<file path="config.mk">
export PLATFORM = sky130hd
export DESIGN_NAME = clint
export DESIGN_NICKNAME = d
export VERILOG_FILES = /design/src/design/periph_pkg.sv /design/src/design/clint.sv
export SDC_FILE = /design/constraint.sdc
export NUM_CORES = 1
export LEC_CHECK = 0
export BUFFER_PORTS_ARGS = -buffer_cell sky130_fd_sc_hd__buf_2
export CAP_MARGIN = 40
export CORE_MARGIN = 1
export CORE_UTILIZATION = 30
export CTS_CLUSTER_DIAMETER = 60
export DETAILED_ROUTE_END_ITERATION = 10
export PLACE_DENSITY = 0.52
export SLEW_MARGIN = 20
export SYNTH_ARGS = -nofsm -noshare
export SYNTH_HDL_FRONTEND = slang
export SYNTH_SLANG_ARGS = --single-unit
</file>
<file path="constraint.sdc">
create_clock -name clk -period 3.3 [get_ports clk]
set_clock_uncertainty 0.2 [all_clocks]
set_input_delay 0.33 -clock clk [delete_from_list [all_inputs] [get_ports clk]]
set_output_delay 0.33 -clock clk [all_outputs]
set_load 0.02 [all_outputs]
</file>
<file path="src/design/periph_pkg.sv">
package periph_pkg;

    // Bus widths
    parameter int XLEN  = 32;
    parameter int SEL_W = XLEN / 8;    // One select bit per byte lane

    // Address windows, a target hits when (addr & MASK) == BASE
    parameter logic [XLEN-1:0] DMEM_BASE  = 32'h8000_0000;
    parameter logic [XLEN-1:0] DMEM_MASK  = 32'hFFFF_F000;    // 4 KB
    parameter logic [XLEN-1:0] CLINT_BASE = 32'h0200_0000;
    parameter logic [XLEN-1:0] CLINT_MASK = 32'hFFFF_0000;    // 64 KB
    parameter logic [XLEN-1:0] PLIC_BASE  = 32'h0C00_0000;
    parameter logic [XLEN-1:0] PLIC_MASK  = 32'hFFC0_0000;    // 4 MB

    // CLINT register offsets
    parameter logic [XLEN-1:0] CLINT_MSIP_OFF        = 32'h0000_0000;
    parameter logic [XLEN-1:0] CLINT_MTIMECMP_LO_OFF = 32'h0000_4000;
    parameter logic [XLEN-1:0] CLINT_MTIMECMP_HI_OFF = 32'h0000_4004;
    parameter logic [XLEN-1:0] CLINT_MTIME_LO_OFF    = 32'h0000_BFF8;
    parameter logic [XLEN-1:0] CLINT_MTIME_HI_OFF    = 32'h0000_BFFC;

    // PLIC register offsets
    // Priority of source n sits at PLIC_PRIO_OFF + 4*n, source 0 reserved
    parameter logic [XLEN-1:0] PLIC_PRIO_OFF      = 32'h0000_0000;
    parameter logic [XLEN-1:0] PLIC_PENDING_OFF   = 32'h0000_1000;
    parameter logic [XLEN-1:0] PLIC_ENABLE_OFF    = 32'h0000_2000;
    parameter logic [XLEN-1:0] PLIC_THRESHOLD_OFF = 32'h0020_0000;
    parameter logic [XLEN-1:0] PLIC_CLAIM_OFF     = 32'h0020_0004;

    parameter int PLIC_PRIO_W = 3;

endpackage : periph_pkg

</file>
<file path="src/design/clint.sv">
`timescale 1ns/10ps

module clint #(
    parameter int TIMER_PRESCALE = 4
) (
    input  logic                            clk,
    input  logic                            rst_i,

    input  logic                            sel_i,
    input  logic                            we_i,
    input  logic [periph_pkg::XLEN-1:0]     addr_i,
    input  logic [periph_pkg::XLEN-1:0]     wdata_i,
    output logic [periph_pkg::XLEN-1:0]     rdata_o,

    output logic                            timer_irq_o,
    output logic                            soft_irq_o
);

localparam int AW   = periph_pkg::XLEN;
localparam int PS_W = (TIMER_PRESCALE > 1) ? $clog2(TIMER_PRESCALE) : 1;

logic [PS_W-1:0]    ps_cnt_q;
logic               tick;
logic [63:0]        mtime_q;
logic [63:0]        mtimecmp_q;
logic               msip_q;
logic               timer_irq_q;
logic [AW-1:0]      off;
logic               wr;
logic [AW-1:0]      rd_word;

assign off  = addr_i & ~periph_pkg::CLINT_MASK;    // Offset inside the window
assign wr   = sel_i & we_i;
assign tick = (ps_cnt_q == PS_W'(TIMER_PRESCALE - 1));

// Prescaler, one mtime tick per TIMER_PRESCALE clocks
always_ff @(posedge clk) begin
    if (rst_i || tick) begin
        ps_cnt_q <= '0;
    end else begin
        ps_cnt_q <= ps_cnt_q + 1'b1;
    end
end

// A bus write to mtime wins over the tick
always_ff @(posedge clk) begin
    if (rst_i) begin
        mtime_q <= '0;
    end else if (wr && off == periph_pkg::CLINT_MTIME_LO_OFF) begin
        mtime_q[31:0] <= wdata_i;
    end else if (wr && off == periph_pkg::CLINT_MTIME_HI_OFF) begin
        mtime_q[63:32] <= wdata_i;
    end else if (tick) begin
        mtime_q <= mtime_q + 64'd1;
    end
end

always_ff @(posedge clk) begin
    if (rst_i) begin
        mtimecmp_q <= '1;                              // Timer interrupt off
        msip_q     <= 1'b0;
    end else if (wr) begin
        if (off == periph_pkg::CLINT_MTIMECMP_LO_OFF) mtimecmp_q[31:0]  <= wdata_i;
        if (off == periph_pkg::CLINT_MTIMECMP_HI_OFF) mtimecmp_q[63:32] <= wdata_i;
        if (off == periph_pkg::CLINT_MSIP_OFF)        msip_q            <= wdata_i[0];
    end
end

always_ff @(posedge clk) begin
    if (rst_i) begin
        timer_irq_q <= 1'b0;
    end else begin
        timer_irq_q <= (mtime_q >= mtimecmp_q);
    end
end

assign timer_irq_o = timer_irq_q;
assign soft_irq_o  = msip_q;

always_comb begin
    case (off)
        periph_pkg::CLINT_MSIP_OFF:        rd_word = AW'(msip_q);
        periph_pkg::CLINT_MTIMECMP_LO_OFF: rd_word = mtimecmp_q[31:0];
        periph_pkg::CLINT_MTIMECMP_HI_OFF: rd_word = mtimecmp_q[63:32];
        periph_pkg::CLINT_MTIME_LO_OFF:    rd_word = mtime_q[31:0];
        periph_pkg::CLINT_MTIME_HI_OFF:    rd_word = mtime_q[63:32];
        default:                           rd_word = '0;
    endcase
end

// Read word taken at the end of the strobe cycle
always_ff @(posedge clk) begin
    if (sel_i) begin
        rdata_o <= rd_word;
    end
end

endmodule : clint

</file>
# Word level (Yosys, flattened, before mapping)
# Cells that the tools add are included.
# totals
register_bits	164
latch_bits	0
ram_bits	0
rom_bits	0
in_bits	68
output_inout_bits	34
word_cells	35
n_memories	0
# classes
n_addsub	2
multipliers	0
div	0
n_lt_le_gt_ge	1
eq_ne	6
n_shift	0
mux	5
bitwise	2
n_reduce_logical	11
# ops
operator	count
$pmux 32 s5	1
$mux 32	3
$add 64x1->64 const B	1
$ge 64x64->1	1
$mux 64	1
$eq 16x15->1 const B	2
$eq 16x16->1 const B	2
$logic_not 32->1	1
$reduce_and 2->1	5
$reduce_bool 2->1	2
$add 2x1->2 const B	1
$eq 2x2->1 const B	1
$logic_and 1x1->1	2
$ne 2x2->1 const B	1
$and 1x1->1	1
$logic_or 1x1->1	1
$not 1->1	1

# Longest topological paths before layout
# logic_depth
ltp_word	4
mapped_depth	10
ltp_nobuf	9

# Worst setup path before layout
# No wires, ideal clock.
# synth_path
path_type	reg-to-reg
from	register mtime_q[1]
to	register mtime_q[60]
setup_ns	0.132
arrival_time_ns	2.161
required_time_ns	2.968
slack_ns	0.807
path_stages_with_launch	9
n_path_buf	0
synth_period_minus_slack_ns	2.493
cell_sequence	dfxtp_1 -> ha_1 -> nand2_1 -> nor3_1 -> nand3_2 -> or4_4 -> or4_1 -> nand3_1 -> a21oi_1
# synth_via
elab_chain_cells	3
# synth_lines
element	line	rtl
start, declared	clint.sv:24	logic [63:0] mtime_q;
start signal, assigned	clint.sv:50	mtime_q[31:0] <= wdata_i;
start signal, assigned	clint.sv:54	mtime_q <= mtime_q + 64'd1;
$add 64x1->64	clint.sv:54	
$mux 64	clint.sv:53	end else if (tick) begin
$mux 32	clint.sv:51	end else if (wr && off == periph_pkg::CLINT_MTIME_HI_OFF) begin
# Every way passes these cells. The select of a mux whose other input is x is not followed.
# A chain may end at the register's enable or synchronous reset.

# Final worst setup path
# layout_path
from	register mtime_q[0]
to	register timer_irq_q (netlist: timer_irq_o)
# layout_via
elab_chain_cells	1
# layout_lines
element	line	rtl
$ge 64x64->1	clint.sv:73	timer_irq_q <= (mtime_q >= mtimecmp_q);
end signal, assigned	clint.sv:73	
end, declared	clint.sv:27	logic timer_irq_q;
# Every way passes these cells.

==> impl_metrics.env <==
export IMPL_drt_total_wl_um=32280
export IMPL_yosysTopAreaCell="dfxtp_1"
export IMPL_ys_seq_elements=164
export IMPL_dominantRegCellSynth="dfxtp_1"
export IMPL_cp_common_cell="a2111oi_0"
export IMPL_wl_met1_um=15820
export IMPL_avgViaCountPerCell=5.195
export IMPL_firstDrtPassIters=7
export IMPL_cp_required_ns=3.39
export IMPL_coreArea_mm2=0.03245
export IMPL_postRouteAntennaNets=0
export IMPL_cts_max_level=4
export IMPL_grt_max_degree=80
export IMPL_rr_startpoint="mtime_q[0]"
export IMPL_synth_top_area_share_pct=26.72
export IMPL_cts_sinks=164
export IMPL_status="complete, no violations"
export IMPL_cp_max_fo=2
export IMPL_grt_pass1_wl_um=51330
export IMPL_cts_buffers=17
export IMPL_cts_root_buf="clkbuf_16"
export IMPL_finalPower_uw=4205
export IMPL_start_kind="flop"
export IMPL_netlist_instances=1186
export IMPL_cts_reportedPaths_clkPinSlew_ns=0.07
export IMPL_yosysWarnings=0
export IMPL_setup_tns_final_ns=0
export IMPL_hold_start="wdata_i[8]"
export IMPL_powerDensity_mw_per_mm2=357.3
export IMPL_syn2layout_area_growth_pct=19.01
export IMPL_cts_tree="built"
export IMPL_route_met2_wl_um=14680
export IMPL_setup_viol=0
export IMPL_fmax_ghz=0.3410
export IMPL_die_area_mm2=0.03369
export IMPL_hpwl_um=23150
export IMPL_rows=66
export IMPL_cts_resized=0
export IMPL_fin_util_pct=36.26
export IMPL_placement_cell_area_mm2=0.01100
export IMPL_r2r_end="timer_irq_o"
export IMPL_drtIter0Drc=611
export IMPL_syn_area_per_cell_um2=8.337
export IMPL_path_cells="inv_1 > ha_1 > nand2b_1 > a2111oi_0 > a2111oi_0 > o311ai_0 > buf_4 > o2111ai_1 > a21oi_1 > o21ai_0"
export IMPL_syn_nets=1320
export IMPL_cap_violations=0
export IMPL_die_y_um=183.6
export IMPL_io_pins=102
export IMPL_irDropWorstVdd_mv=0.3622
export IMPL_worstSetupPathType="reg2reg"
export IMPL_p_leak_uw=0.005467
export IMPL_synth_cell_types=62
export IMPL_gp_congestion=0.8698
export IMPL_netlist_area_mm2=0.009888
export IMPL_antenna_found_initial=1
export IMPL_hold_class="in2reg"
export IMPL_track_usage_pct=19.64
export IMPL_reg2reg_depth=10
export IMPL_die_x_um=183.6
export IMPL_diodes=0
export IMPL_critPathCaptureType="flop"
export IMPL_ys_seq_area_share_pct=36.44
export IMPL_startpoint="mtime_q[0]"
export IMPL_slowest_delay_ns=0.42
export IMPL_synth_edf_count=32
export IMPL_hold_viol=0
export IMPL_period_share_pct=88.87
export IMPL_drc=0
export IMPL_vias=9076
export IMPL_synth_area_leaders="dfxtp_1 27%, edfxtp_1 9.7%, ha_1 8.4%, mux2i_1 6.6%, nand2_1 6.0%"
export IMPL_grt_ovfl_total=0
export IMPL_crit_arrival_ns=3.02
export IMPL_maxSlewViolCount=0
export IMPL_drive_above_1_share_pct=13.87
export IMPL_reg2reg_setup_slack_ns=0.37
export IMPL_worst_slew_pin_slew_ns=0.7900
export IMPL_wl_per_cell_um=18.48
export IMPL_initial_utilization_pct=30.47
export IMPL_finalInstanceArea_mm2=0.01177
export IMPL_fin_nets=1426
export IMPL_grt_pass1_vias=8969
export IMPL_endpoint="timer_irq_o"
export IMPL_route_met3_wl_um=1347
export IMPL_relSlewSlack_pct=47.14
export IMPL_final_min_clock_period_ns=2.933
export IMPL_clk_latency_ns=0.44
export IMPL_top_layer_used="met4"
export IMPL_portBuffers=85
export IMPL_async_flop_share_pct=0
export IMPL_slowest_stage="o311ai_0"
export IMPL_clk_path_buf_depth=2
export IMPL_grt_setup_unrepaired="false"
==> where the power goes <==
| group | internal, µW | switching (µW) | total, µW |
|---|---|---|---|
| registers | 2050 | 5.10 | 2060 |
| clock network | 976 | 898 | 1870 |
| logic | 101 | 169 | 270 |
| total | 3130 | 1070 | 4200 |
==> Yosys cell counts, drive strengths merged (3+ instances only) <==
master / instances
o22ai: 34
or2: 3
clkbuf: 47
xnor2: 17
nand4: 38
nor3: 30
a21o: 18
and4: 6
buf: 22
or3: 6
edfxtp: 32
or4: 5
nor4: 16
a21oi: 46
ha: 66
a211oi: 37
a22o: 5
a22oi: 13
dfxtp: 132
nor2: 102
a211o: 10
a31oi: 11
nand3b: 56
o211ai: 5
o21ai: 35
mux2i: 65
inv: 79
nand3: 45
nand2: 160
xor2: 14
and3: 9
==> how the worst min path moves through the flow <==
stage	endpoint	slack, ns	cells after the start
after floorplan	ps_cnt_q[0]	0.21	1
after global routing	mtimecmp_q[0]	0.02	3
after global placement	ps_cnt_q[0]	0.22	1
final	mtimecmp_q[40]	0.009	3
after CTS	mtimecmp_q[19]	0.0007	3
after detailed placement	ps_cnt_q[0]	0.23	1
==> metrics by stage <==
stage	hold slack [ns]	cells	worst slack [ns]
after floorplan	0.2084	1186	0.8065
after global placement	0.2163	1691	0.3671
after detailed placement	0.2308	1691	0.2966
after CTS	0.0006793	1747	0.2945
after global routing	0.01943	1747	0.1650
final	0.009429	1747	0.3672
==> routing by layer <==
layer  vias up  track usage (%)
met5         -                0
met4         0            4.900
met3        30            2.040
met2       230            32.24
met1      4319            27.36
li1       4497                -
==> worst max-delay path, delay by kind of cell (launching register included) <==
| family | cells | cell delay, ns |
|---|---|---|
| AO/OA/AOI/OAI | 6 | 1.54 |
| adder cells (fa/ha/maj) | 1 | 0.28 |
| buffers and inverters | 2 | 0.27 |
| flip-flops | 1 | 0.34 |
| AND/OR/NAND/NOR | 1 | 0.16 |
==> sequential cells by signal (all words and copies together), names as in the netlist <==
register     flops
mtime_q         64
mtimecmp_q      64
rdata_o         32
ps_cnt_q         2
soft_irq_o       1
timer_irq_o      1
==> timing repair <==
action / 4_1_cts / 5_1_grt
buffers inserted: 0 / 0
hold endpoints to repair: 44 / 0
hold buffers: 24 / 0
==> final cells by class <==
type,instances,area (µm²)
clock inverters,14,87.58
clock buffers,18,439.2
flip-flops and latches,164,3603
inverters,79,296.5
fillers,3411,20690
multi-input cells,874,5714
well taps,442,553.0
repair buffers,156,1074
==> placed cells by master, fill, tap and decap left out, drive strengths merged, types with 2 or more instances in the layout <==
cell type and instances:
nand2 160, dfxtp 132, buf 132, nor2 102
inv 81, ha 66, mux2i 65, nand3b 56
a21oi 46, nand3 45, nand4 38, a211oi 37
o21ai 35, o22ai 34, edfxtp 32, nor3 30
dlygate4sd3 24, a21o 18, clkbuf 18, xnor2 17
nor4 16, xor2 14, a22oi 13, a31oi 11
clkinv 11, a211o 10, and3 9, or3 6
and4 6, a22o 5, o211ai 5, or4 5
or2 3, mux2 2, nand2b 2, o41ai 2
a2bb2oi 2, a2111oi 2, o2111ai 2
==> logic make-up (layout without fill, tap and decap cells) <==
group	count (synthesis)	in the layout	synth area share [%]
xor gates and xnor gates	31	31	2.746
DFF	164	164	36.44
and+or+nand+nor	481	481	24.51
muxes	67	67	6.807
buffers and inverters	148	267	5.871
AOI/OAI and AO/OA	229	229	15.27
adders and majority gates	66	66	8.351
(Power assumes the default switching activity.)
