<file path="src/design/periph_pkg.sv">
package periph_pkg;

    // Bus widths
    parameter int XLEN  = 32;
    parameter int SEL_W = XLEN / 8;    // One select bit per byte lane

    // Address windows, a target hits when (addr & MASK) == BASE
    parameter logic [XLEN-1:0] DMEM_BASE  = 32'h8000_0000;
    parameter logic [XLEN-1:0] DMEM_MASK  = 32'hFFFF_F000;    // 4 KB
    parameter logic [XLEN-1:0] CLINT_BASE = 32'h0200_0000;
    parameter logic [XLEN-1:0] CLINT_MASK = 32'hFFFF_0000;    // 64 KB
    parameter logic [XLEN-1:0] PLIC_BASE  = 32'h0C00_0000;
    parameter logic [XLEN-1:0] PLIC_MASK  = 32'hFFC0_0000;    // 4 MB

    // CLINT register offsets
    parameter logic [XLEN-1:0] CLINT_MSIP_OFF        = 32'h0000_0000;
    parameter logic [XLEN-1:0] CLINT_MTIMECMP_LO_OFF = 32'h0000_4000;
    parameter logic [XLEN-1:0] CLINT_MTIMECMP_HI_OFF = 32'h0000_4004;
    parameter logic [XLEN-1:0] CLINT_MTIME_LO_OFF    = 32'h0000_BFF8;
    parameter logic [XLEN-1:0] CLINT_MTIME_HI_OFF    = 32'h0000_BFFC;

    // PLIC register offsets
    // Priority of source n sits at PLIC_PRIO_OFF + 4*n, source 0 reserved
    parameter logic [XLEN-1:0] PLIC_PRIO_OFF      = 32'h0000_0000;
    parameter logic [XLEN-1:0] PLIC_PENDING_OFF   = 32'h0000_1000;
    parameter logic [XLEN-1:0] PLIC_ENABLE_OFF    = 32'h0000_2000;
    parameter logic [XLEN-1:0] PLIC_THRESHOLD_OFF = 32'h0020_0000;
    parameter logic [XLEN-1:0] PLIC_CLAIM_OFF     = 32'h0020_0004;

    parameter int PLIC_PRIO_W = 3;

endpackage : periph_pkg

</file>
<file path="src/design/plic.sv">
`timescale 1ns/10ps

module plic #(
    parameter int                       PLIC_SOURCES  = 2,
    parameter logic [PLIC_SOURCES-1:0]  PLIC_EDGE_SEL = 2'b01
) (
    input  logic                            clk,
    input  logic                            rst_i,

    input  logic                            sel_i,
    input  logic                            we_i,
    input  logic [periph_pkg::XLEN-1:0]     addr_i,
    input  logic [periph_pkg::XLEN-1:0]     wdata_i,
    output logic [periph_pkg::XLEN-1:0]     rdata_o,

    input  logic [PLIC_SOURCES-1:0]         irq_src_i,
    output logic                            ext_irq_o
);

localparam int AW   = periph_pkg::XLEN;
localparam int PW   = periph_pkg::PLIC_PRIO_W;
localparam int ID_W = $clog2(PLIC_SOURCES + 1);

logic [AW-1:0]              off;
logic [PLIC_SOURCES-1:0]    src_q;
logic [PLIC_SOURCES-1:0]    gate_req;
logic [PLIC_SOURCES:1]      pending_q;      // Indexed by source id
logic [PLIC_SOURCES:1]      enable_q;
logic [PLIC_SOURCES:1]      claimed_q;
logic [PW-1:0]              prio_q [1:PLIC_SOURCES];
logic [PW-1:0]              threshold_q;
logic [PW-1:0]              best_prio;
logic [ID_W-1:0]            best_id;
logic                       claim_rd;
logic                       complete_wr;
logic                       ext_irq_q;
logic [AW-1:0]              rd_word;

assign off         = addr_i & ~periph_pkg::PLIC_MASK;
assign claim_rd    = sel_i & ~we_i & (off == periph_pkg::PLIC_CLAIM_OFF);
assign complete_wr = sel_i &  we_i & (off == periph_pkg::PLIC_CLAIM_OFF);

// Gateways, rising edge or level per source
assign gate_req = (PLIC_EDGE_SEL & irq_src_i & ~src_q) | (~PLIC_EDGE_SEL & irq_src_i);

always_ff @(posedge clk) begin
    if (rst_i) begin
        src_q <= '0;
    end else begin
        src_q <= irq_src_i;
    end
end

// Highest priority above threshold, strict compare keeps the lowest id on ties
always_comb begin
    best_id   = '0;
    best_prio = threshold_q;
    for (int id = 1; id <= PLIC_SOURCES; id++) begin
        if (pending_q[id] && enable_q[id] && prio_q[id] > best_prio) begin
            best_id   = ID_W'(id);
            best_prio = prio_q[id];
        end
    end
end

always_ff @(posedge clk) begin
    if (rst_i) begin
        pending_q <= '0;
        claimed_q <= '0;
    end else begin
        for (int id = 1; id <= PLIC_SOURCES; id++) begin
            if (claim_rd && best_id == ID_W'(id)) begin
                pending_q[id] <= 1'b0;
                claimed_q[id] <= 1'b1;
            end else begin
                if (gate_req[id-1] && !claimed_q[id]) pending_q[id] <= 1'b1;
                if (complete_wr && wdata_i == AW'(id)) claimed_q[id] <= 1'b0;
            end
        end
    end
end

// Configuration registers
always_ff @(posedge clk) begin
    if (rst_i) begin
        enable_q    <= '0;
        threshold_q <= '0;
        for (int id = 1; id <= PLIC_SOURCES; id++) prio_q[id] <= '0;
    end else if (sel_i && we_i) begin
        if (off == periph_pkg::PLIC_ENABLE_OFF)    enable_q    <= wdata_i[PLIC_SOURCES:1];
        if (off == periph_pkg::PLIC_THRESHOLD_OFF) threshold_q <= wdata_i[PW-1:0];
        for (int id = 1; id <= PLIC_SOURCES; id++) begin
            if (off == periph_pkg::PLIC_PRIO_OFF + AW'(id * 4)) prio_q[id] <= wdata_i[PW-1:0];
        end
    end
end

always_ff @(posedge clk) begin
    if (rst_i) begin
        ext_irq_q <= 1'b0;
    end else begin
        ext_irq_q <= (best_id != '0);
    end
end

assign ext_irq_o = ext_irq_q;

always_comb begin
    rd_word = '0;
    case (off)
        periph_pkg::PLIC_PENDING_OFF:   rd_word = AW'({pending_q, 1'b0});
        periph_pkg::PLIC_ENABLE_OFF:    rd_word = AW'({enable_q, 1'b0});
        periph_pkg::PLIC_THRESHOLD_OFF: rd_word = AW'(threshold_q);
        periph_pkg::PLIC_CLAIM_OFF:     rd_word = AW'(best_id);     // Claim result
        default: begin
            for (int id = 1; id <= PLIC_SOURCES; id++) begin
                if (off == periph_pkg::PLIC_PRIO_OFF + AW'(id * 4)) rd_word = AW'(prio_q[id]);
            end
        end
    endcase
end

always_ff @(posedge clk) begin
    if (sel_i) begin
        rdata_o <= rd_word;
    end
end

endmodule : plic

</file>
<file path="config.mk">
export PLATFORM = sky130hd
export DESIGN_NAME = plic
export DESIGN_NICKNAME = d
export VERILOG_FILES = /design/src/design/periph_pkg.sv /design/src/design/plic.sv
export SDC_FILE = /design/constraint.sdc
export NUM_CORES = 1
export LEC_CHECK = 0
export CORE_AREA = 3 3 71 60
export DETAILED_ROUTE_END_ITERATION = 10
export DIE_AREA = 0 0 74 63
export DONT_BUFFER_PORTS = 1
export GPL_ROUTABILITY_DRIVEN = 0
export PLACE_DENSITY = 0.62
export SLEW_MARGIN = 20
export SYNTH_ARGS = -nofsm -noshare
export SYNTH_HDL_FRONTEND = slang
export SYNTH_SLANG_ARGS = --single-unit
</file>
<file path="constraint.sdc">
create_clock -name clk -period 8.7 [get_ports clk]
set_input_delay 1.74 -clock clk [delete_from_list [all_inputs] [get_ports clk]]
set_output_delay 1.74 -clock clk [all_outputs]
set_load 0.03 [all_outputs]
</file>
Word-level counts from Yosys, hierarchy flattened
Memory sizes are Yosys's and may differ from the RTL's.
Index checks and enable logic that the tools add are counted.
{"block": "totals", "reg_bits": 44, "ram_bits": 6, "inputBits": 70, "word_cells": 74, "mem_count": 1}
{"name": "prio_q", "words": 2, "word_bits": 3, "read_ports": 2, "rd_clocked_by_memory_dff": 0, "write_ports": 2, "line_no": "plic.sv:30", "rtl": "logic [PW-1:0] prio_q [1:PLIC_SOURCES];"}
{"block": "classes", "n_lt_le_gt_ge": 2, "eq_ne": 10, "n_mux": 22, "n_bitwise": 10, "n_reduce_logical": 20}
{"operator": "case mux 32 bit (4 select lines)", "count": 1}
{"operator": "== test 22 bit (second input constant)", "count": 2}
{"operator": "== test 32 x 1 -> 1 bit (second input constant)", "count": 1}
{"operator": "== test 32 x 2 -> 1 bit (second input constant)", "count": 1}
{"operator": "two-way mux 32 bit", "count": 1}
{"operator": "== test 22 x 13 -> 1 bit (second input constant)", "count": 1}
{"operator": "== test 22 x 14 -> 1 bit (second input constant)", "count": 1}
{"operator": "== test 22 x 3 -> 1 bit (second input constant)", "count": 1}
{"operator": "== test 22 x 4 -> 1 bit (second input constant)", "count": 1}
{"operator": "two-way mux 1 bit", "count": 15}
{"operator": "two-way mux 3 bit", "count": 4}
{"operator": "logical AND 1 bit", "count": 11}
{"operator": "> comparator 3 bit", "count": 2}
{"operator": "nonzero test 2 bit", "count": 3}
{"operator": "bitwise AND 1 bit", "count": 4}
{"operator": "AND reduction 2 bit", "count": 2}
{"operator": "OR reduction 2 bit", "count": 2}
{"operator": "bitwise AND 1 x 2 -> 2 bit", "count": 1}
{"operator": "== test 2 x 1 -> 1 bit (second input constant)", "count": 1}
{"operator": "== test 2 bit (second input constant)", "count": 1}
{"operator": "logical NOT 1 bit", "count": 2}
{"operator": "two-way mux 2 bit", "count": 1}
{"operator": "NOT 2 bit", "count": 1}
{"operator": "bitwise OR 1 bit", "count": 2}
{"operator": "2 further kinds", "count": 2}

Logic depth before layout (Yosys ltp)
Gate-level depths: netlist of run 1.
An unclocked memory read counts as a cell.
{"block": "logic_depth", "word_depth": 10, "depth_mapped": 13, "mapped_depth_nobuf": 13}

Worst setup path before layout of run 1
Ideal clock, no wire load.
{"block": "synth_timing", "path_type": "in2reg", "startpoint": "in addr_i[19] in the netlist's numbering", "endpoint": "reg pending_q[1] in the netlist's numbering", "setup_ps": 115, "arrival_ps": 3186, "required_time_ps": 8585, "setup_slack_ps": 5399, "cell_stages": 6, "path_buffers": 1, "cell_sequence": "nor4_1 -> nand4_1 -> or2_0 -> clkbuf_1 -> or4_1 -> nor3b_1"}
{"block": "synth_via", "elab_chain_cells": 4}
{"element": "start, declared", "line_no": "plic.sv:12", "rtl": "input logic [periph_pkg::XLEN-1:0] addr_i,"}
{"element": "== test 22 bit", "line_no": "plic.sv:40", "rtl": "assign claim_rd = sel_i & ~we_i & (off == periph_pkg::PLIC_CLAIM_OFF);"}
{"element": "bitwise AND 1 bit", "line_no": "plic.sv:40"}
{"element": "logical AND 1 bit", "line_no": "plic.sv:72", "rtl": "if (claim_rd && best_id == ID_W'(id)) begin"}
{"element": "OR reduction 2 bit (no source line)"}
{"element": "end signal, assigned", "line_no": "plic.sv:68", "rtl": "pending_q <= '0;"}
{"element": "end signal, assigned by index", "line_no": "plic.sv:73", "rtl": "pending_q[id] <= 1'b0;"}
{"element": "end signal, assigned by index", "line_no": "plic.sv:76", "rtl": "if (gate_req[id-1] && !claimed_q[id]) pending_q[id] <= 1'b1;"}
{"element": "end, declared", "line_no": "plic.sv:27", "rtl": "logic [PLIC_SOURCES:1] pending_q;"}
Every way passes these cells.
A chain may end at the register's enable or synchronous reset.

Worst setup path after layout of run 1
{"block": "layout_timing", "startpoint": "in addr_i[12] in the netlist's numbering", "endpoint": "reg claimed_q[1] in the netlist's numbering"}
{"block": "layout_via", "elab_chain_cells": 4}
{"element": "== test 22 bit (*)", "line_no": "plic.sv:40, plic.sv:41"}
{"element": "bitwise AND 1 bit, on equally long branches", "line_no": "plic.sv:40, plic.sv:41"}
{"element": "logical AND 1 bit, on equally long branches", "line_no": "plic.sv:72, plic.sv:77"}
{"element": "two-way mux 1 bit or nonzero test 2 bit (tied branches)"}
{"element": "end signal, assigned", "line_no": "plic.sv:69", "rtl": "claimed_q <= '0;"}
{"element": "end signal, assigned by index", "line_no": "plic.sv:74", "rtl": "claimed_q[id] <= 1'b1;"}
{"element": "end signal, assigned by index", "line_no": "plic.sv:77", "rtl": "if (complete_wr && wdata_i == AW'(id)) claimed_q[id] <= 1'b0;"}
{"element": "end, declared", "line_no": "plic.sv:29", "rtl": "logic [PLIC_SOURCES:1] claimed_q;"}
Mark *: on every way between the ends. The rest lies on a longest branch, timed or not.

==> flow_metrics.tcl, run 1 <==
set metrics [dict create \
    finalWirelength_um 3380 \
    synth_seq_cells 20 \
    n_fill_cell 373 \
    placed_area_um2 1400 \
    yosys.area.top_type_share 0.184 \
    root_buffer "clkbuf_8" \
    synthCells 170 \
    die_h_um 63 \
    ys_dominant_reg_cell "dfxtp_1" \
    insertion_delay_ns 0.26 \
    dp_cells 210 \
    synth_most_common_cell "buf_4" \
    ctsHoldBuffers 0 \
    synth_area_um2 1470 \
    drtAntennaViolNets 0 \
    clockBufferDepth 2 \
    cts_setup_buffers 0 \
    slew_violations 0 \
    post_cts_resized 0 \
    globalRouteOverflowTotal 0 \
    drive_above_1_share 0.0353 \
    numCtsBuffers 3 \
    initial_core_util 0.398 \
    htree_levels 1 \
    grt.total_usage 0.143 \
    synthArstFlopShare 0 \
    setup_violations 0 \
    worst_ep_required_time_ns 8.85 \
    yosys-top-cells-count "29 x buf_4, 16 x nor2_1, 14 x nor4_1" \
    ys.warnings.count 0 \
    synthTopCellsByArea "edfxtp_1 18%, dfxtp_1 15%, buf_4 15%" \
    design.core.area_um2 3680 \
    drtIter0Drc 93 \
    yosysSeqAreaShare 0.335 \
    vias 1211 \
    avgViaCountPerCell 5.66 \
    final_cells 214 \
    finalCritPeriodShare 0.377 \
    wl_per_cell_um 15.8 \
    fin_tns_setup_ns 0 \
    worst_setup_path_end_kind "flip-flop" \
    synth.distinct_cells 34 \
    cts_sinks 20 \
    fmax_mhz 305 \
    drc 0 \
    cts_tree "done" \
    area_delta_synth_final_pct -0.171 \
    grt_setup_unrepaired "no" \
    clock_skew_ns 0.00107 \
    io_buffers 0 \
    min_path_type "flip-flop to flip-flop" \
    grt_max_degree 15 \
    cap_viol_max_count 0 \
    fin_crit_ns 3.28 \
    crit_type "input pin to flip-flop" \
    clk_pin_slew_ns 0.08 \
    synth-edff-count 9 \
    dr.pass1.iters 4 \
    avgSynthCellArea_um2 8.62 \
    worst_slew_pin_slew_ns 0.898 \
    io_pins 103 \
    die_x_um 74 \
    cp-start-kind "input pin" \
    first_global_vias 1124 \
    path_max_fanout 8 \
    powerDensity_nw_per_um2 146 \
    final_area_um2 1460 \
    grt_pass1_wl_um 5190 \
    holdWs_ns 0.465 \
    antenna_found_initial 0 \
    vdd_drop_max_mv 0.0784 \
    antennaDiodeCount 0 \
    worstPathArrival_ns 3.43 \
    hpwl_um 2830 \
    die_area_um2 4660 \
    final_nets 247 \
    fin_total_pwr_mw 0.213 \
    p_leak_nw 0.535 \
    slew_headroom 0.396 \
    fp-row-count 20 \
    synth_top_cell_by_area "edfxtp_1" \
    outcome "completed" \
    hold_viol 0 \
]
## worst paths after layout
| path | start | to | slack [ns] | depth (start not counted) |
|---|---|---|---|---|
| setup / recovery | addr_i[12] | claimed_q[1] | 5.42 | 5 |
| hold / removal | claimed_q[2] | claimed_q[2] | 0.46 | 2 |
| setup reg to reg | threshold_q[2] | pending_q[2] | 5.48 | 10 |
| hold reg to reg | claimed_q[2] | claimed_q[2] | 0.46 | 2 |
## layer usage
metal / track usage / vias up / wire, um
met4: 0.0317 / 0 / 20
met2: 0.226 / 91 / 1590
met5: 0 / - / 0
met3: 0.0627 / 2 / 435
li1: - / 564 / -
met1: 0.178 / 554 / 1330
## worst max-delay path, stage by stage
cell and delay, ns:
nor4b_2 0.68, nand2_1 0.15, or3_1 0.42, o41ai_1 0.33, a21oi_1 0.11
## flip-flops by register name, summed over array words and instances (netlist names)
signal / flops
claimed_q: 2
prio_q: 6
pending_q: 2
ext_irq_o: 1
threshold_q: 3
src_q: 1
enable_q: 2
rdata_o: 3
## stage by stage
stage / setup WS [ns] / utilization
floorplan: 5.40 / -
global placement: 5.11 / 0.380
detailed placement: 5.16 / 0.380
CTS: 5.44 / 0.398
global route: 5.23 / 0.398
finish: 5.42 / 0.398
## placed cells by master (no fill, tap or decap), drive strengths merged, types with 2 or more instances in the layout
cell type,synthesis,final
nor4b,2,2
nand2,9,9
or4,2,2
a22oi,4,4
inv,6,6
or3,4,4
nor3b,3,3
nor2b,3,3
a21o,2,2
edfxtp,9,9
a31oi,3,3
and3,3,3
o21ai,3,3
ha,6,6
o41ai,2,2
conb,1,29
or2,2,2
nor2,16,16
clkbuf,3,4
nand4,4,4
dfxtp,11,11
a21oi,6,6
nor3,4,4
nor4,14,14
nand2b,2,2
mux2i,7,7
and2,6,6
## report_power, final
group | switching, mW | total [mW] | internal, mW | leakage [nW]
clock network | 0.0322 | 0.0821 | 0.0499 | 0.0339
registers | 0.00283 | 0.104 | 0.101 | 0.178
logic | 0.0219 | 0.0275 | 0.00552 | 0.323
## layout make-up
class / instances / area [um^2] / share of cell area
Inverter: 6 / 22.5 / 0.0154
Clock buffer: 4 / 66.3 / 0.0453
Tap cell: 44 / 55.1 / 0.0376
Multi-Input combinational cell: 140 / 828 / 0.566
Sequential cell: 20 / 490 / 0.335
## cell families after synthesis
group / share of synthesized area
AOI/OAI and AO/OA: 0.0991
adders and majority gates: 0.0512
buffers and inverters: 0.172
DFF: 0.335
muxes: 0.0478
other: 0.00256
and+or+nand+nor: 0.293
Power figures use the tool's default switching activity.
==> run 2: changes to the inputs <==
- ABC_AREA: not set -> 1
- CORE_AREA: 3 3 71 60 -> 3 3 77 65
- DIE_AREA: 0 0 74 63 -> 0 0 80 68
- clock period: 8.7 -> 3.2 ns (I/O delays scaled with it)
==> run 2 against run 1 <==
  * Global-route usage fell by 1.7 points
  * Sequential share of layout area down 5.5 points
  * First-iteration DRC count shrank 42%
  * Clock skew is 0.00050 ns higher
  * Clock power increased to 2.7 times the previous value
  * Flip-flop and latch count stayed put
  * Critical path depth up 9
  * Sequential power rose to 2.7 times the previous value
  * Hold slack got worse by 0.025 ns
  * Highest routed layer unchanged
  * Utilization grew 1.9 points
  * Largest power group unchanged
  * Via count increased by 15%
  * Worst setup slack lost 5.0 ns
==> flow_metrics.tcl, run 2 <==
set metrics [dict create \
    outcome "completed" \
    final_common_cell "nor2_1" \
    antennaDiodeCount 0 \
    final_area_um2 1750 \
    holdPathEnd "claimed_q[2]" \
    grt.total_usage 0.126 \
    p_leak_nw 0.818 \
    die_h_um 68 \
    yosys-top-cells-count "40 x nor2_1, 38 x nand2_1, 29 x buf_4" \
    fin_total_pwr_mw 0.590 \
    ys.warnings.count 0 \
    crit_chain "ha_1, nand2_1, nor2_1, nor3_1, nor2_1, inv_1, o21ai_0, ha_1, nand2_1, o21ai_0, o21ai_1, nor2_2, a21oi_1, nand3_1" \
    path_delay_family "compound AO/OA/AOI/OAI gates" \
    startpoint "prio_q[1][2]" \
    worstPathArrival_ns 2.83 \
    r2r_slack_ns 0.38 \
    hold_viol 0 \
    root_buffer "clkbuf_8" \
    slew_violations 0 \
    ctsHoldBuffers 0 \
    reg.largest.list "prio_q: 6 flops, rdata_o: 3 flops, threshold_q: 3 flops" \
    fin_crit_ns 2.82 \
    io_pins 103 \
    vias 1388 \
    yosys.area.top_type_share 0.157 \
    wl_per_cell_um 11.1 \
    cts_tree "done" \
    drc 0 \
    cap_viol_max_count 0 \
    regToRegStartpoint "prio_q[1][2]" \
    synth_most_common_cell "nor2_1" \
    dp_cells 300 \
    area_delta_synth_final_pct 1.45 \
    clockBufferDepth 2 \
    final_nets 324 \
    clock_skew_ns 0.00158 \
    synthTopCellsByArea "edfxtp_1 16%, dfxtp_1 13%, buf_4 13%" \
    placed_area_um2 1690 \
    setup_violations 0 \
    crit_type "flip-flop to flip-flop" \
    die_area_um2 5440 \
    synth-edff-count 9 \
    cp-start-kind "flip-flop" \
    numCtsBuffers 3 \
    drive_above_1_share 0.134 \
    worst_setup_path_end_kind "flip-flop" \
    globalRouteOverflowTotal 0 \
    fp-row-count 21 \
    min_from "rst_i" \
    drtIter0Drc 54 \
    post_cts_resized 0 \
    drtAntennaViolNets 0 \
    antenna_found_initial 0 \
    largest_reg_flops 6 \
    fin_tns_setup_ns 0 \
    utilization 0.417 \
    fmax_mhz 354 \
    grt_pass1_wl_um 5380 \
    design.core.area_um2 4200 \
    grt_max_degree 13 \
    synth_top_cell_by_area "edfxtp_1" \
    top_register "prio_q" \
    dp_slack_ns 0.447 \
    finalWirelength_um 3370 \
    final_cell_mix "40 x nor2_1, 38 x nand2_1, 29 x conb_1, 28 x inv_1, 18 x nand3_1" \
    vdd_drop_max_mv 0.113 \
    initial_core_util 0.411 \
    io_buffers 0 \
    powerDensity_nw_per_um2 337 \
    synthCells 244 \
    critPathMaxStageDelay_ns 0.46 \
    avgSynthCellArea_um2 7.08 \
    final_cells 304 \
    avgViaCountPerCell 4.57 \
    worst_ep_required_time_ns 3.21 \
    dr.pass1.iters 4 \
    synthArstFlopShare 0 \
    worst-path-buf-inv 1 \
    clk_pin_slew_ns 0.07 \
    synth_area_um2 1730 \
    die_x_um 80 \
    worst_slack_ns 0.376 \
    yosysSeqAreaShare 0.284 \
    synth_seq_cells 20 \
    insertion_delay_ns 0.26 \
    min_path_type "input pin to flip-flop" \
    grt_setup_unrepaired "no" \
    r2r_cells 14 \
    synth.distinct_cells 28 \
    cts_sinks 20 \
    path_max_fanout 7 \
    htree_levels 1 \
    min_path_cells 1 \
    ys_dominant_reg_cell "dfxtp_1" \
    hpwl_um 2960 \
    r2r-end "rdata_o[1]" \
    cts_setup_buffers 0 \
    holdWs_ns 0.440 \
    finalCritPeriodShare 0.883 \
    first_global_vias 1184 \
    slowest_stage "edfxtp_1" \
]
## run 2: changes by cell type after synthesis, sizes merged, moves of 4 or more
| cell | delta |
|---|---|
| a21oi | +4 |
| a22oi | -4 |
| and2 | -5 |
| inv | +24 |
| mux2i | -7 |
| nand2 | +34 |
| nand3 | +22 |
| nor2 | +42 |
| nor4 | -14 |
| o21ai | +9 |
| or3 | -4 |
## run 2: routing by layer
layer	GRT usage	vias up	part of all wire
met5	0	-	0
li1	-	732	-
met4	0.0253	0	0.0077
met1	0.181	577	0.45
met3	0.0303	4	0.11
met2	0.193	75	0.43
## run 2: layout make-up
| type | instances | area (um^2) |
|---|---|---|
| clock buffer | 4 | 66.3 |
| fill | 451 | 2450 |
| inverter | 31 | 116 |
| multi-input combinational | 192 | 1010 |
| sequential | 20 | 490 |
| tap | 57 | 71.3 |
## run 2: power breakdown
part	internal (mW)	leakage, nW	switching (mW)
registers	0.274	0.178	0.00707
clock network	0.136	0.0339	0.0846
logic	0.0169	0.606	0.0724
## run 2: cells by family after synthesis
family | count (synthesis) | share of synthesized area
AND/OR/NAND/NOR | 134 | 0.409
adder cells (fa/ha/maj) | 6 | 0.0435
other | 1 | 0.00217
buffers and inverters | 60 | 0.193
AO/OA/AOI/OAI | 23 | 0.0681
flip-flops | 20 | 0.284
## run 2: worst max-delay path by stage
| stage | cells after the start | end |
|---|---|---|
| floorplan | 15 | rdata_o[1] |
| global placement | 14 | rdata_o[1] |
| detailed placement | 14 | rdata_o[1] |
| CTS | 14 | rdata_o[1] |
| global route | 14 | rdata_o[1] |
| finish | 14 | rdata_o[1] |
