### src/design/periph_pkg.sv
package periph_pkg;

    // Bus widths
    parameter int XLEN  = 32;
    parameter int SEL_W = XLEN / 8;    // One select bit per byte lane

    // Address windows, a target hits when (addr & MASK) == BASE
    parameter logic [XLEN-1:0] DMEM_BASE  = 32'h8000_0000;
    parameter logic [XLEN-1:0] DMEM_MASK  = 32'hFFFF_F000;    // 4 KB
    parameter logic [XLEN-1:0] CLINT_BASE = 32'h0200_0000;
    parameter logic [XLEN-1:0] CLINT_MASK = 32'hFFFF_0000;    // 64 KB
    parameter logic [XLEN-1:0] PLIC_BASE  = 32'h0C00_0000;
    parameter logic [XLEN-1:0] PLIC_MASK  = 32'hFFC0_0000;    // 4 MB

    // CLINT register offsets
    parameter logic [XLEN-1:0] CLINT_MSIP_OFF        = 32'h0000_0000;
    parameter logic [XLEN-1:0] CLINT_MTIMECMP_LO_OFF = 32'h0000_4000;
    parameter logic [XLEN-1:0] CLINT_MTIMECMP_HI_OFF = 32'h0000_4004;
    parameter logic [XLEN-1:0] CLINT_MTIME_LO_OFF    = 32'h0000_BFF8;
    parameter logic [XLEN-1:0] CLINT_MTIME_HI_OFF    = 32'h0000_BFFC;

    // PLIC register offsets
    // Priority of source n sits at PLIC_PRIO_OFF + 4*n, source 0 reserved
    parameter logic [XLEN-1:0] PLIC_PRIO_OFF      = 32'h0000_0000;
    parameter logic [XLEN-1:0] PLIC_PENDING_OFF   = 32'h0000_1000;
    parameter logic [XLEN-1:0] PLIC_ENABLE_OFF    = 32'h0000_2000;
    parameter logic [XLEN-1:0] PLIC_THRESHOLD_OFF = 32'h0020_0000;
    parameter logic [XLEN-1:0] PLIC_CLAIM_OFF     = 32'h0020_0004;

    parameter int PLIC_PRIO_W = 3;

endpackage : periph_pkg

### src/design/dbus_interconnect.sv
`timescale 1ns/10ps

module dbus_interconnect (
    input  logic                            clk,
    input  logic                            rst_i,

    // Wishbone classic slave port
    input  logic                            wb_cyc_i,
    input  logic                            wb_stb_i,
    input  logic                            wb_we_i,
    input  logic [periph_pkg::XLEN-1:0]     wb_adr_i,
    input  logic [periph_pkg::XLEN-1:0]     wb_dat_i,
    input  logic [periph_pkg::SEL_W-1:0]    wb_sel_i,
    output logic [periph_pkg::XLEN-1:0]     wb_dat_o,
    output logic                            wb_ack_o,
    output logic                            wb_err_o,

    // Shared request towards the targets
    output logic [periph_pkg::XLEN-1:0]     periph_addr_o,
    output logic [periph_pkg::XLEN-1:0]     periph_wdata_o,
    output logic                            periph_we_o,
    output logic [periph_pkg::SEL_W-1:0]    periph_be_o,

    output logic                            dmem_sel_o,
    output logic                            clint_sel_o,
    output logic                            plic_sel_o,

    input  logic [periph_pkg::XLEN-1:0]     dmem_rdata_i,
    input  logic [periph_pkg::XLEN-1:0]     clint_rdata_i,
    input  logic [periph_pkg::XLEN-1:0]     plic_rdata_i
);

localparam logic [1:0] IDLE   = 2'd0;
localparam logic [1:0] ACCESS = 2'd1;
localparam logic [1:0] DONE   = 2'd2;

// Target codes
localparam logic [1:0] TGT_NONE  = 2'd0;
localparam logic [1:0] TGT_DMEM  = 2'd1;
localparam logic [1:0] TGT_CLINT = 2'd2;
localparam logic [1:0] TGT_PLIC  = 2'd3;

logic [1:0]                         state_q, state_d;
logic [1:0]                         req_tgt, tgt_q;
logic                               req_start;

assign req_start = wb_cyc_i & wb_stb_i & (state_q == IDLE);

// Window decode of the incoming address
always_comb begin
    if ((wb_adr_i & periph_pkg::DMEM_MASK) == periph_pkg::DMEM_BASE) begin
        req_tgt = TGT_DMEM;
    end else if ((wb_adr_i & periph_pkg::CLINT_MASK) == periph_pkg::CLINT_BASE) begin
        req_tgt = TGT_CLINT;
    end else if ((wb_adr_i & periph_pkg::PLIC_MASK) == periph_pkg::PLIC_BASE) begin
        req_tgt = TGT_PLIC;
    end else begin
        req_tgt = TGT_NONE;                          // Unmapped, ends in error
    end
end

always_comb begin
    case (state_q)
        IDLE:    state_d = req_start ? ACCESS : IDLE;
        ACCESS:  state_d = DONE;
        default: state_d = IDLE;
    endcase
end

always_ff @(posedge clk) begin
    if (rst_i) begin
        state_q <= IDLE;
    end else begin
        state_q <= state_d;
    end
end

// Request held for the whole access
always_ff @(posedge clk) begin
    if (req_start) begin
        periph_addr_o  <= wb_adr_i;
        periph_wdata_o <= wb_dat_i;
        periph_we_o    <= wb_we_i;
        periph_be_o    <= wb_sel_i;
        tgt_q          <= req_tgt;
    end
end

// One strobe cycle per access
assign dmem_sel_o  = (state_q == ACCESS) && (tgt_q == TGT_DMEM);
assign clint_sel_o = (state_q == ACCESS) && (tgt_q == TGT_CLINT);
assign plic_sel_o  = (state_q == ACCESS) && (tgt_q == TGT_PLIC);

assign wb_ack_o = (state_q == DONE) && (tgt_q != TGT_NONE);
assign wb_err_o = (state_q == DONE) && (tgt_q == TGT_NONE);

// Read mux, targets hold their word from the strobe edge
always_comb begin
    wb_dat_o = '0;
    if (state_q == DONE) begin
        case (tgt_q)
            TGT_DMEM:  wb_dat_o = dmem_rdata_i;
            TGT_CLINT: wb_dat_o = clint_rdata_i;
            TGT_PLIC:  wb_dat_o = plic_rdata_i;
            default:   wb_dat_o = '0;
        endcase
    end
end

endmodule : dbus_interconnect

### config.mk
export PLATFORM = sky130hd
export DESIGN_NAME = dbus_interconnect
export DESIGN_NICKNAME = d
export VERILOG_FILES = /design/src/design/periph_pkg.sv /design/src/design/dbus_interconnect.sv
export SDC_FILE = /design/constraint.sdc
export NUM_CORES = 1
export LEC_CHECK = 0
export ABC_CLOCK_PERIOD_IN_PS = 9910
export BUFFER_PORTS_ARGS = -buffer_cell sky130_fd_sc_hd__buf_2
export CORE_ASPECT_RATIO = 0.5
export CORE_MARGIN = 5
export CORE_UTILIZATION = 41
export DETAILED_ROUTE_END_ITERATION = 12
export PLACE_DENSITY = 0.86
export SKIP_CTS_REPAIR_TIMING = 1
export SLEW_MARGIN = 20
export SYNTH_ARGS = -nofsm -noshare
export SYNTH_HDL_FRONTEND = slang
export SYNTH_SLANG_ARGS = --single-unit
### constraint.sdc
create_clock -name clk -period 9.91 [get_ports clk]
set_clock_uncertainty 0.1 [all_clocks]
set_input_delay 0.991 -clock clk [delete_from_list [all_inputs] [get_ports clk]]
set_output_delay 0.991 -clock clk [all_outputs]
set_load 0.03 [all_outputs]
Yosys cells after proc, flatten, opt, wreduce, memory -nomap -nowiden
Cells that the tools add are included.
- register bits: 73
- bits in latches: 0
- bits in writable memories: 0
- ROM bits: 0
- bits of input ports: 169
- word-level logic and storage cells: 30
- memories kept: 0
- add/sub/neg operators: 0
- $mul: 0
- divide/modulo/power cells: 0
- $lt $le $gt $ge: 0
- eq/ne operators: 8
- shift-type cells: 0
- muxes and demuxes: 6
- bitwise logic cells: 2
- reduce and logical (&&, ||, !) cells: 8
- operator list (operator ; count):
    one-hot mux 32 bit (3 select lines) ; 1
    two-way mux 32 bit ; 1
    equality test 20 bit (second input constant) ; 1
    equality test 16 x 10 -> 1 bit (second input constant) ; 1
    equality test 10 x 6 -> 1 bit (second input constant) ; 1
    equality test 2 bit (second input constant) ; 3
    logical AND 1 bit ; 5
    equality test 2 x 1 -> 1 bit (second input constant) ; 2
    zero test 2 bit ; 2
    two-way mux 2 bit ; 2
    one-hot mux 2 bit (2 select lines) ; 1
    bitwise AND 1 bit ; 2
    nonzero test 2 bit ; 1
    two-way mux 1 bit ; 1

Logic depth before layout (Yosys ltp)
Gate-level depths: netlist (run 1).
- depth in word-level cells: 4
- depth in mapped cells: 5
- depth with buffers taken out: 3

Worst setup path before layout (run 1)
No wires, ideal clock.
- path kind: input-to-reg
- start point: input port wb_cyc_i
- end point: register periph_addr_o[0] (netlist bit) (enable)
- arrival time: 5.862 ns
- data required time: 9.222 ns
- path slack: 3.360 ns
- stages on the path: 2
- path through: nand2_1 > nor3_1
- cells in the longest elaborated chain, start to end: 2
- ends and longest elaborated chain (element ; line ; text):
    start: declaration ; dbus_interconnect.sv:8 ; input logic wb_cyc_i,
    bitwise AND 1 bit (2 in a row) ; dbus_interconnect.sv:47 ; assign req_start = wb_cyc_i & wb_stb_i & (state_q == IDLE);
    named net req_start ; dbus_interconnect.sv:45 ; logic req_start;
    end signal: assignment ; dbus_interconnect.sv:81 ; periph_addr_o <= wb_adr_i;
    end: declaration ; dbus_interconnect.sv:19 ; output logic [periph_pkg::XLEN-1:0] periph_addr_o,
The timed path passes the listed nets, and every way through them passes these cells.
A chain may end at the register's enable or synchronous reset.

Final worst setup path (run 1)
- start point: register tgt_q[0]
- end point: output port wb_dat_o[29] (netlist bit)
- cells in the longest elaborated chain, start to end: 3
- ends and longest elaborated chain (element ; line ; text):
    start: declaration ; dbus_interconnect.sv:44 ; logic [1:0] req_tgt, tgt_q;
    start signal: assignment ; dbus_interconnect.sv:85 ; tgt_q <= req_tgt;
    equality test 2 bit / equality test 2 x 1 -> 1 bit (equally long branches) ; dbus_interconnect.sv:101 ; case (tgt_q)
    one-hot mux 32 bit (3 select lines) (*) ; dbus_interconnect.sv:101 ;
    two-way mux 32 bit (*) ; dbus_interconnect.sv:100 ; if (state_q == DONE) begin
    end: declaration ; dbus_interconnect.sv:14 ; output logic [periph_pkg::XLEN-1:0] wb_dat_o,
Every way passes the cells marked *; elsewhere a longest branch is shown, timed or not.

==> results of run 1 <==
[critical path, cell delays in order, from the launching register on]
cell	delay [ns]
edfxtp_1	0.63
buf_16	0.27
nor2b_4	0.57
a22oi_1	0.23
nor2_1	0.12
buf_2	0.21
[state kept, by name (all words and copies together), names as in the netlist]
register	flops
tgt_q	2
state_q	2
periph_we_o	1
periph_be_o	4
periph_addr_o	32
periph_wdata_o	32
[power by group through the flow]
stage          logic [mW]  clock network [mW]  registers, mW
2_1_floorplan      0.0234                   0          0.392
3_3_place_gp       0.0966                   0          0.365
3_5_place_dp       0.0999                   0          0.365
4_1_cts             0.100               0.317          0.359
5_1_grt             0.107               0.335          0.360
6_report           0.0993               0.313          0.358
[cell usage after synthesis (all sizes together)]
cell,count
or4,2
a21oi,1
buf,7
nor4b,1
nor4,3
nand2,2
and3,1
dfxtp,2
nor2b,3
a211oi,1
o21bai,1
clkbuf,8
nand3,2
and3b,1
nand3b,1
nor2,33
a22oi,32
mux2,32
inv,1
nand2b,1
edfxtp,71
nor3,4
nand4,1
[per-layer routing]
layer	global-route usage (%)	vias to the layer above	routed length (um)
li1	-	1368	-
met1	18.9	1285	3260
met2	37.9	137	5250
met3	10.2	18	1200
met4	6.96	0	197
met5	0	-	0
[placed cells by master, fill, tap and decap left out, drive strengths merged, types with 2 or more instances in the layout]
cell,Yosys,final
buf,7,277
edfxtp,71,71
or4,2,2
mux2,32,32
nand2,2,2
clkbuf,8,10
nand3,2,2
nor2,33,33
nor4,3,3
dfxtp,2,2
nor3,4,4
nor2b,3,3
clkinv,0,4
a22oi,32,32
[stage by stage]
step	setup slack, ns	hold WS (ns)	instances
4_1_cts	6.00	0.380	585
6_report	6.45	0.379	585
5_1_grt	6.30	0.410	585
3_3_place_gp	6.25	0.359	568
2_1_floorplan	3.36	0.327	211
3_5_place_dp	6.34	0.371	569
[final cells by class]
| type | instances | area (um2) | area share (%) |
|---|---|---|---|
| clock buffers | 10 | 229 | 4.66 |
| clock inverters | 6 | 68.8 | 1.40 |
| inverters | 1 | 3.75 | 0.0763 |
| multi-input cells | 122 | 910 | 18.5 |
| flip-flops and latches | 73 | 2170 | 44.2 |
| well taps | 96 | 120 | 2.44 |
| repair buffers | 277 | 1410 | 28.8 |
[kinds of logic after synthesis]
kind of cell	count (synthesis)	synth area share, %
AND/OR/NAND/NOR	55	8.36
buffers and inverters	16	2.20
AO/OA/AOI/OAI	35	8.44
multiplexers	32	11.5
flip-flops	73	69.5
[worst max path at each step]
| stage | from | endpoint | slack, ns | depth (start not counted) |
|---|---|---|---|---|
| final | tgt_q[0] | wb_dat_o[29] | 6.45 | 5 |
| after global routing | tgt_q[0] | wb_dat_o[6] | 6.30 | 5 |
| after CTS | tgt_q[0] | wb_dat_o[29] | 6.00 | 5 |
| after detailed placement | tgt_q[0] | wb_dat_o[29] | 6.34 | 5 |
| after global placement | tgt_q[0] | wb_dat_o[29] | 6.25 | 4 |
| after floorplan | wb_cyc_i | periph_addr_o[0] | 3.36 | 2 |
==> summary.txt, run 1 <==
Status -> complete, no violations
Switch share -> 23.0%
Hold path startpoint -> state_q[0]
Post-Synthesis Cells -> 211
Pins over their slew limit -> 0
Core ar. -> 7380 um2
Placed inst area -> 4610 um2
Wire per inst -> 16.9 um
Crit path DAT -> 2.36 ns
Die X -> 134 um
Total Routing Usage GR -> 20.0%
Global route total overflow -> 0
Die area -> 9580 um2
Fmax -> 289 MHz
Unrepaired setup endpoints after global routing -> no
1st-iter DRT viols -> 99
Critical-path maximum fanout -> 32
CP startpoint kind -> flip-flop
Root Driver -> clkbuf_16
Cell taking the most area after synthesis -> edfxtp_1
Largest cells by area after synthesis -> edfxtp_1, mux2_2, a22oi_1
Yosys reg bits -> 73
Clock slew at reported path FFs -> 0.05 ns
Inserted Diodes -> 0
H-tree level count -> 3
Worst r2r path cells -> 2
Netlist cell types -> 24
Drt pass-1 iters -> 5
MaxCap Viol Count -> 0
DP HPWL -> 7940 um
Global-route wire length before repair -> 14,800 um
Part of the power in the clock network -> 40.6%
Ys Warns -> 0
Hold path cells -> 1
Hold/Removal Path Class -> flip-flop to flip-flop
Synth top area share -> 68.2%
Reg2Reg Setup Slack -> 8.23 ns
Tmin final -> 3.46 ns
Clock buffer depth -> 2
Worst-margin pin slew -> 0.836 ns
Period utilization -> 34.9%
P_sw -> 177 uW
Vias in the first global route -> 2,940
CTS Sinks -> 73
PD cells -> 157 nW/um2
I/O pins -> 275
Worst Path Required -> 8.82 ns
Via count -> 2,808
Int Pwr -> 593 uW
Syn Area/Cell -> 14.8 um2
Worst skew pair latency -> 0.32 ns
Flop pwr share -> 46.5%
Initial Util -> 42.4%
Hold endpoint -> state_q[0]
Static Leakage -> 2.25 nW
I/O Buffers -> 274
Fillers -> 584
Total power -> 770 uW
Layout area overhead -> 57.3%
Share of cells above drive strength 1 -> 67.3%
Row count -> 22
Die H -> 71.8 um
Peak supply drop -> 157 uV
Class of the most critical setup path -> flip-flop to output port
Final hold vios -> 0
Cell area after layout -> 4920 um2
DRC violations left -> 0
Slew Limit Headroom -> 44.3%
CTS tree -> yes
Post-Syn Nets -> 380
Largest net degree at the start of global routing -> 72
Finish-stage setup viols -> 0
RePlAce Congestion -> 0.779
Final ANT Viol Nets -> 0
Setup tns final -> 0 ns
Nets -> 653
Number of antenna violations at the first check in global routing -> 0
Final core occ -> 66.7%
TritonCTS buffer count -> 9
Reg-to-reg startpoint -> state_q[0]
Post-Syn Area -> 3130 um2
Critical Path End Type -> output port
DRT Wirelength -> 9910 um
R2r endpoint -> periph_be_o[0]
Combinational share of power -> 12.9%
Vias per inst -> 4.80
Sequential area share after synthesis -> 69.5%
Note: power is estimated with default switching activity, not from simulation.
==> inputs of run 2 (changes only) <==
Settings changed: ABC_CLOCK_PERIOD_IN_PS 9910 to 3300, CORE_UTILIZATION 41 to 38, PLACE_DENSITY 0.86 to 0.81.
Clock period 9.91 ns to 3.3 ns, I/O delays scaled along.
==> summary.txt, run 2 (synthesis gave the netlist of run 1 again) <==
Critical-path maximum fanout -> 18 (-44%)
Layout area overhead -> 58.7%
CTS tree -> yes
Largest registers -> periph_addr_o: 32 flops, periph_wdata_o: 32 flops, periph_be_o: 4 flops
Setup ws final -> 0.694 ns (-5.76 ns)
Crit path largest cell delay -> 0.64 ns (about the same)
Period utilization -> 79.0%
PD cells -> 482 nW/um2 (+210%)
Post-Layout Cell Count -> 605 (+3.4%)
Final ANT Viol Nets -> 0 (unchanged)
Hold path cells -> 2 (+1)
Wire per inst -> 17.0 um (+0.34%)
Hold endpoint -> state_q[1]
1st-iter DRT viols -> 111 (+12%)
Global route total overflow -> 0 (unchanged)
I/O pins -> 275 (unchanged)
Hold/Removal Path Class -> input pin to flip-flop
Tmin final -> 2.61 ns
Crit path DAT -> 2.18 ns (-0.18 ns)
CTS Sinks -> 73 (unchanged)
R2r endpoint -> periph_wdata_o[17]
Clock slew at reported path FFs -> 0.05 ns (about the same)
Cell area after layout -> 4960 um2 (+0.92%)
Status -> complete, no violations
Reg2Reg Setup Slack -> 1.80 ns (-6.43 ns)
Core ar. -> 8000 um2 (+8.4%)
DP HPWL -> 8290 um (+4.4%)
Global-route wire length before repair -> 15,100 um (+2.4%)
Share of cells above drive strength 1 -> 67.5% (+0.27 points)
CP startpoint kind -> flip-flop
RePlAce Congestion -> 0.903 (+16%)
Most frequent cells in the layout -> buf_2, edfxtp_1, nor2_1
Worst r2r path cells -> 2 (unchanged)
H-tree level count -> 3 (unchanged)
Unrepaired setup endpoints after global routing -> no
Class of the most critical setup path -> flip-flop to output port
I/O Buffers -> 274 (unchanged)
Post-place setup slack -> 1.04 ns (-5.30 ns)
Commonest non-fill, non-tap cell in the layout -> buf_2
Die area -> 10,300 um2 (+7.0%)
Final core occ -> 62.0% (-4.6 points)
DRT Wirelength -> 10,300 um (+3.8%)
Largest net degree at the start of global routing -> 45 (-38%)
Vias in the first global route -> 2,820 (-4.1%)
Total Routing Usage GR -> 18.8% (-1.2 points)
Die H -> 74.1 um (+3.3%)
Number of antenna violations at the first check in global routing -> 0 (unchanged)
Placed insts -> 589 (+3.5%)
Vias per inst -> 4.70 (-2.1%)
MaxCap Viol Count -> 0 (unchanged)
Pins over their slew limit -> 0 (unchanged)
Initial Util -> 39.1% (-3.3 points)
TritonCTS buffer count -> 9 (unchanged)
Die X -> 138 um (+3.6%)
Worst Path Required -> 2.87 ns (-5.95 ns)
Root Driver -> clkbuf_16
Worst skew pair latency -> 0.32 ns (about the same)
Worst-path cell chain -> o21bai_2 > buf_4 > nor2_1 > buf_2
Fmax -> 384 MHz
Inserted Diodes -> 0 (unchanged)
Via count -> 2,842 (+1.2%)
Finish-stage setup viols -> 0 (unchanged)
Clock buffer depth -> 2 (unchanged)
Reg-to-reg startpoint -> state_q[0]
Placed inst area -> 4640 um2 (+0.62%)
Static Leakage -> 2.27 nW (+0.73%)
Setup tns final -> 0 ns (unchanged)
Final hold vios -> 0 (unchanged)
Slowest CP cell -> o21bai_2
Nets -> 657 (+0.61%)
Peak supply drop -> 418 uV (+170%)
Slew Limit Headroom -> 55.2% (+11 points)
Hold path startpoint -> rst_i
Critical Path End Type -> output port
Row count -> 23 (+4.5%)
Drt pass-1 iters -> 5 (unchanged)
DRC violations left -> 0 (unchanged)
Worst-margin pin slew -> 0.672 ns (-0.164 ns)
## run 2: changes by cell type in the layout (fill, tap and decap cells not counted), sizes merged
| cell | before | now |
|---|---|---|
| clkinv | 4 | 3 |
| clkbuf | 10 | 9 |
| buf | 277 | 281 |
| bufinv | 1 | 2 |
| inv | 1 | 2 |
## run 2: worst max-delay path, delay by kind of cell, from the launching register on
kind | cells | cell delay, ns
buf+inv | 2 | 0.51
simple gates | 1 | 0.08
flops | 1 | 0.63
compound gates | 1 | 0.64
## run 2: report_power, final
| group | total [mW] | internal [mW] | switching (mW) |
|---|---|---|---|
| sequential | 1.08 | 1.07 | 0.0104 |
| combinational | 0.300 | 0.129 | 0.171 |
| clock | 1.02 | 0.661 | 0.356 |
| total | 2.39 | 1.86 | 0.537 |
## run 2: worst max path at each step
stage	end	cells after the start	from	slack, ns
after floorplan	periph_addr_o[0]	2	wb_cyc_i	0.67
after global placement	wb_dat_o[0]	4	tgt_q[1]	1.06
after detailed placement	wb_dat_o[0]	4	tgt_q[1]	1.04
after CTS	wb_dat_o[0]	4	tgt_q[1]	0.69
after global routing	wb_dat_o[0]	4	tgt_q[1]	0.53
final	wb_dat_o[0]	4	tgt_q[1]	0.69
## run 2: per-layer routing
metal | wire length, um | up-vias | global-route usage [%]
li1 | - | 1372 | -
met1 | 3930 | 1333 | 21.1
met2 | 5390 | 131 | 34.7
met3 | 891 | 6 | 6.81
met4 | 78 | 0 | 5.26
met5 | 0 | - | 0
## run 2: stage by stage
| stage | hold WS (ns) | total power [mW] |
|---|---|---|
| after floorplan | 0.302 | 1.24 |
| after global placement | 0.403 | 1.39 |
| after detailed placement | 0.408 | 1.40 |
| after CTS | 0.0648 | 2.41 |
| after global routing | 0.0606 | 2.49 |
| final | 0.0773 | 2.39 |
## run 2: final cells by class
| type | count | area, um2 |
|---|---|---|
| Tap cell | 112 | 140 |
| Inverter | 1 | 3.75 |
| Fill cell | 680 | 3040 |
| Multi-Input combinational cell | 122 | 903 |
| Timing Repair Buffer | 281 | 1420 |
| Clock buffer | 9 | 225 |
| Clock inverter | 7 | 93.8 |
| Sequential cell | 73 | 2170 |
==> inputs of run 3 (changes only) <==
Settings changed: ABC_CLOCK_PERIOD_IN_PS 3300 to 2200, CORE_UTILIZATION 38 to 34, PLACE_DENSITY 0.81 to 0.76.
Clock period 3.3 ns to 2.2 ns, I/O delays scaled along.
==> summary.txt, run 3 (synthesis gave the netlist of run 1 again) <==
Clock buffer depth -> 2 (unchanged)
Peak supply drop -> 605 uV (+45%)
Static Leakage -> 2.51 nW (+11%)
Period utilization -> 92.9%
I/O Buffers -> 274 (unchanged)
CTS Sinks -> 73 (unchanged)
Post-Layout Cell Count -> 675 (+12%)
Unrepaired setup endpoints after global routing -> no
Worst Path Buf+Inv -> 2 (unchanged)
Slowest CP cell -> edfxtp_1
PD cells -> 626 nW/um2 (+30%)
Worst-margin pin slew -> 0.550 ns (-0.122 ns)
H-tree level count -> 3 (unchanged)
Wire per inst -> 17.3 um (+1.9%)
Critical-path maximum fanout -> 29 (+11)
Nets -> 722 (+9.9%)
Via count -> 3,157 (+11%)
Worst skew pair latency -> 0.32 ns (about the same)
DP HPWL -> 8290 um (about the same)
Critical Path End Type -> output port
Clock slew at reported path FFs -> 0.05 ns (about the same)
Hold_ws -> 0.0134 ns (-0.0639 ns)
Tmin final -> 2.04 ns
Largest net degree at the start of global routing -> 44 (-2.2%)
Crit path DAT -> 1.72 ns (-0.46 ns)
Total Routing Usage GR -> 17.3% (-1.4 points)
Fillers -> 695 (+2.2%)
Worst-path cell chain -> buf_12 > mux2_2 > a22oi_1 > nor2_1 > buf_2
Pins over their slew limit -> 0 (unchanged)
DRT Wirelength -> 11,700 um (+14%)
Worst Path Required -> 1.88 ns (-0.99 ns)
Fmax -> 490 MHz
Share of cells above drive strength 1 -> 60.6% (-7.0 points)
Number of antenna violations at the first check in global routing -> 1 (+1)
Initial Util -> 35.4% (-3.7 points)
Post-place setup slack -> 0.484 ns (-0.558 ns)
Commonest non-fill, non-tap cell in the layout -> buf_2
CTS tree -> yes
Most frequent cells in the layout -> buf_2, edfxtp_1, dlygate4sd3_1
Drt pass-1 iters -> 6 (+1)
Class of the most critical setup path -> flip-flop to output port
Final ANT Viol Nets -> 0 (unchanged)
Vias per inst -> 4.68 (-0.44%)
Vias in the first global route -> 2,926 (+3.8%)
Finish-stage setup viols -> 0 (unchanged)
DRC violations left -> 0 (unchanged)
Inserted Diodes -> 0 (unchanged)
Final hold vios -> 0 (unchanged)
Status -> complete, no violations
Largest registers -> periph_addr_o: 32 flops, periph_wdata_o: 32 flops, periph_be_o: 4 flops
Global route total overflow -> 0 (unchanged)
Row count -> 24 (+4.3%)
Crit path largest cell delay -> 0.41 ns (-0.23 ns)
Top delay family on crit path -> flip-flops
Final core occ -> 63.3% (+1.3 points)
Slew Limit Headroom -> 63.4% (+8.2 points)
TritonCTS buffer count -> 9 (unchanged)
Setup ws final -> 0.157 ns (-0.537 ns)
Total power -> 3.50 mW (+46%)
MaxCap Viol Count -> 0 (unchanged)
Core ar. -> 8830 um2 (+10%)
Die X -> 146 um (+5.3%)
RePlAce Congestion -> 0.840 (-7.0%)
I/O pins -> 275 (unchanged)
Layout area overhead -> 78.8%
Die H -> 77.8 um (+5.0%)
Hold/Removal Path Class -> input pin to flip-flop
CP startpoint kind -> flip-flop
Root Driver -> clkbuf_16
Placed insts -> 596 (+1.2%)
1st-iter DRT viols -> 104 (-6.3%)
Die area -> 11,300 um2 (+11%)
Global-route wire length before repair -> 15,800 um (+4.2%)
==> run 3: path summary, 6_finish.rpt <==
kind                start           endpoint  slack [ns]  cells after the start
max              tgt_q[1]       wb_dat_o[30]        0.16                      5
min          wb_adr_i[31]  periph_addr_o[31]        0.01                      1
max reg2reg    state_q[1]     periph_be_o[2]        0.72                      2
min reg2reg    state_q[1]         state_q[0]        0.38                      1
==> run 3: cell type report <==
| cell class | count | area [um2] | area share (%) |
|---|---|---|---|
| Sequential cell | 73 | 2170 | 38.9 |
| Clock inverter | 7 | 55.1 | 0.985 |
| Clock buffer | 9 | 225 | 4.03 |
| Tap cell | 117 | 146 | 2.62 |
| Timing Repair Buffer | 346 | 2080 | 37.2 |
| Multi-Input combinational cell | 122 | 906 | 16.2 |
| Inverter | 1 | 3.75 | 0.0671 |
==> run 3: through the flow <==
step                      instance area [um2]  setup TNS (ns)
after global placement                   4680               0
final                                    5590               0
after detailed placement                 4680               0
after floorplan                          3140          -27.34
after global routing                     5590               0
after CTS                                4960               0
==> run 3: worst reg2reg max path, stage by stage, from the launching register on <==
cell and delay (ns):
dfxtp_2 0.34, nor3_4 0.17, buf_4 0.49
==> run 3: routing by layer <==
metal	vias up	wire [um]	global-route usage, %
li1	1507	-	-
met1	1495	4240	17.8
met2	138	6400	33.6
met3	15	874	6.40
met4	2	150	4.56
met5	-	20	0
==> run 3: power by group <==
group / switching, mW / total, mW / internal [mW]
sequential: 0.0158 / 1.61 / 1.60
clock: 0.570 / 1.34 / 0.769
combinational: 0.278 / 0.548 / 0.270
total: 0.864 / 3.50 / 2.64
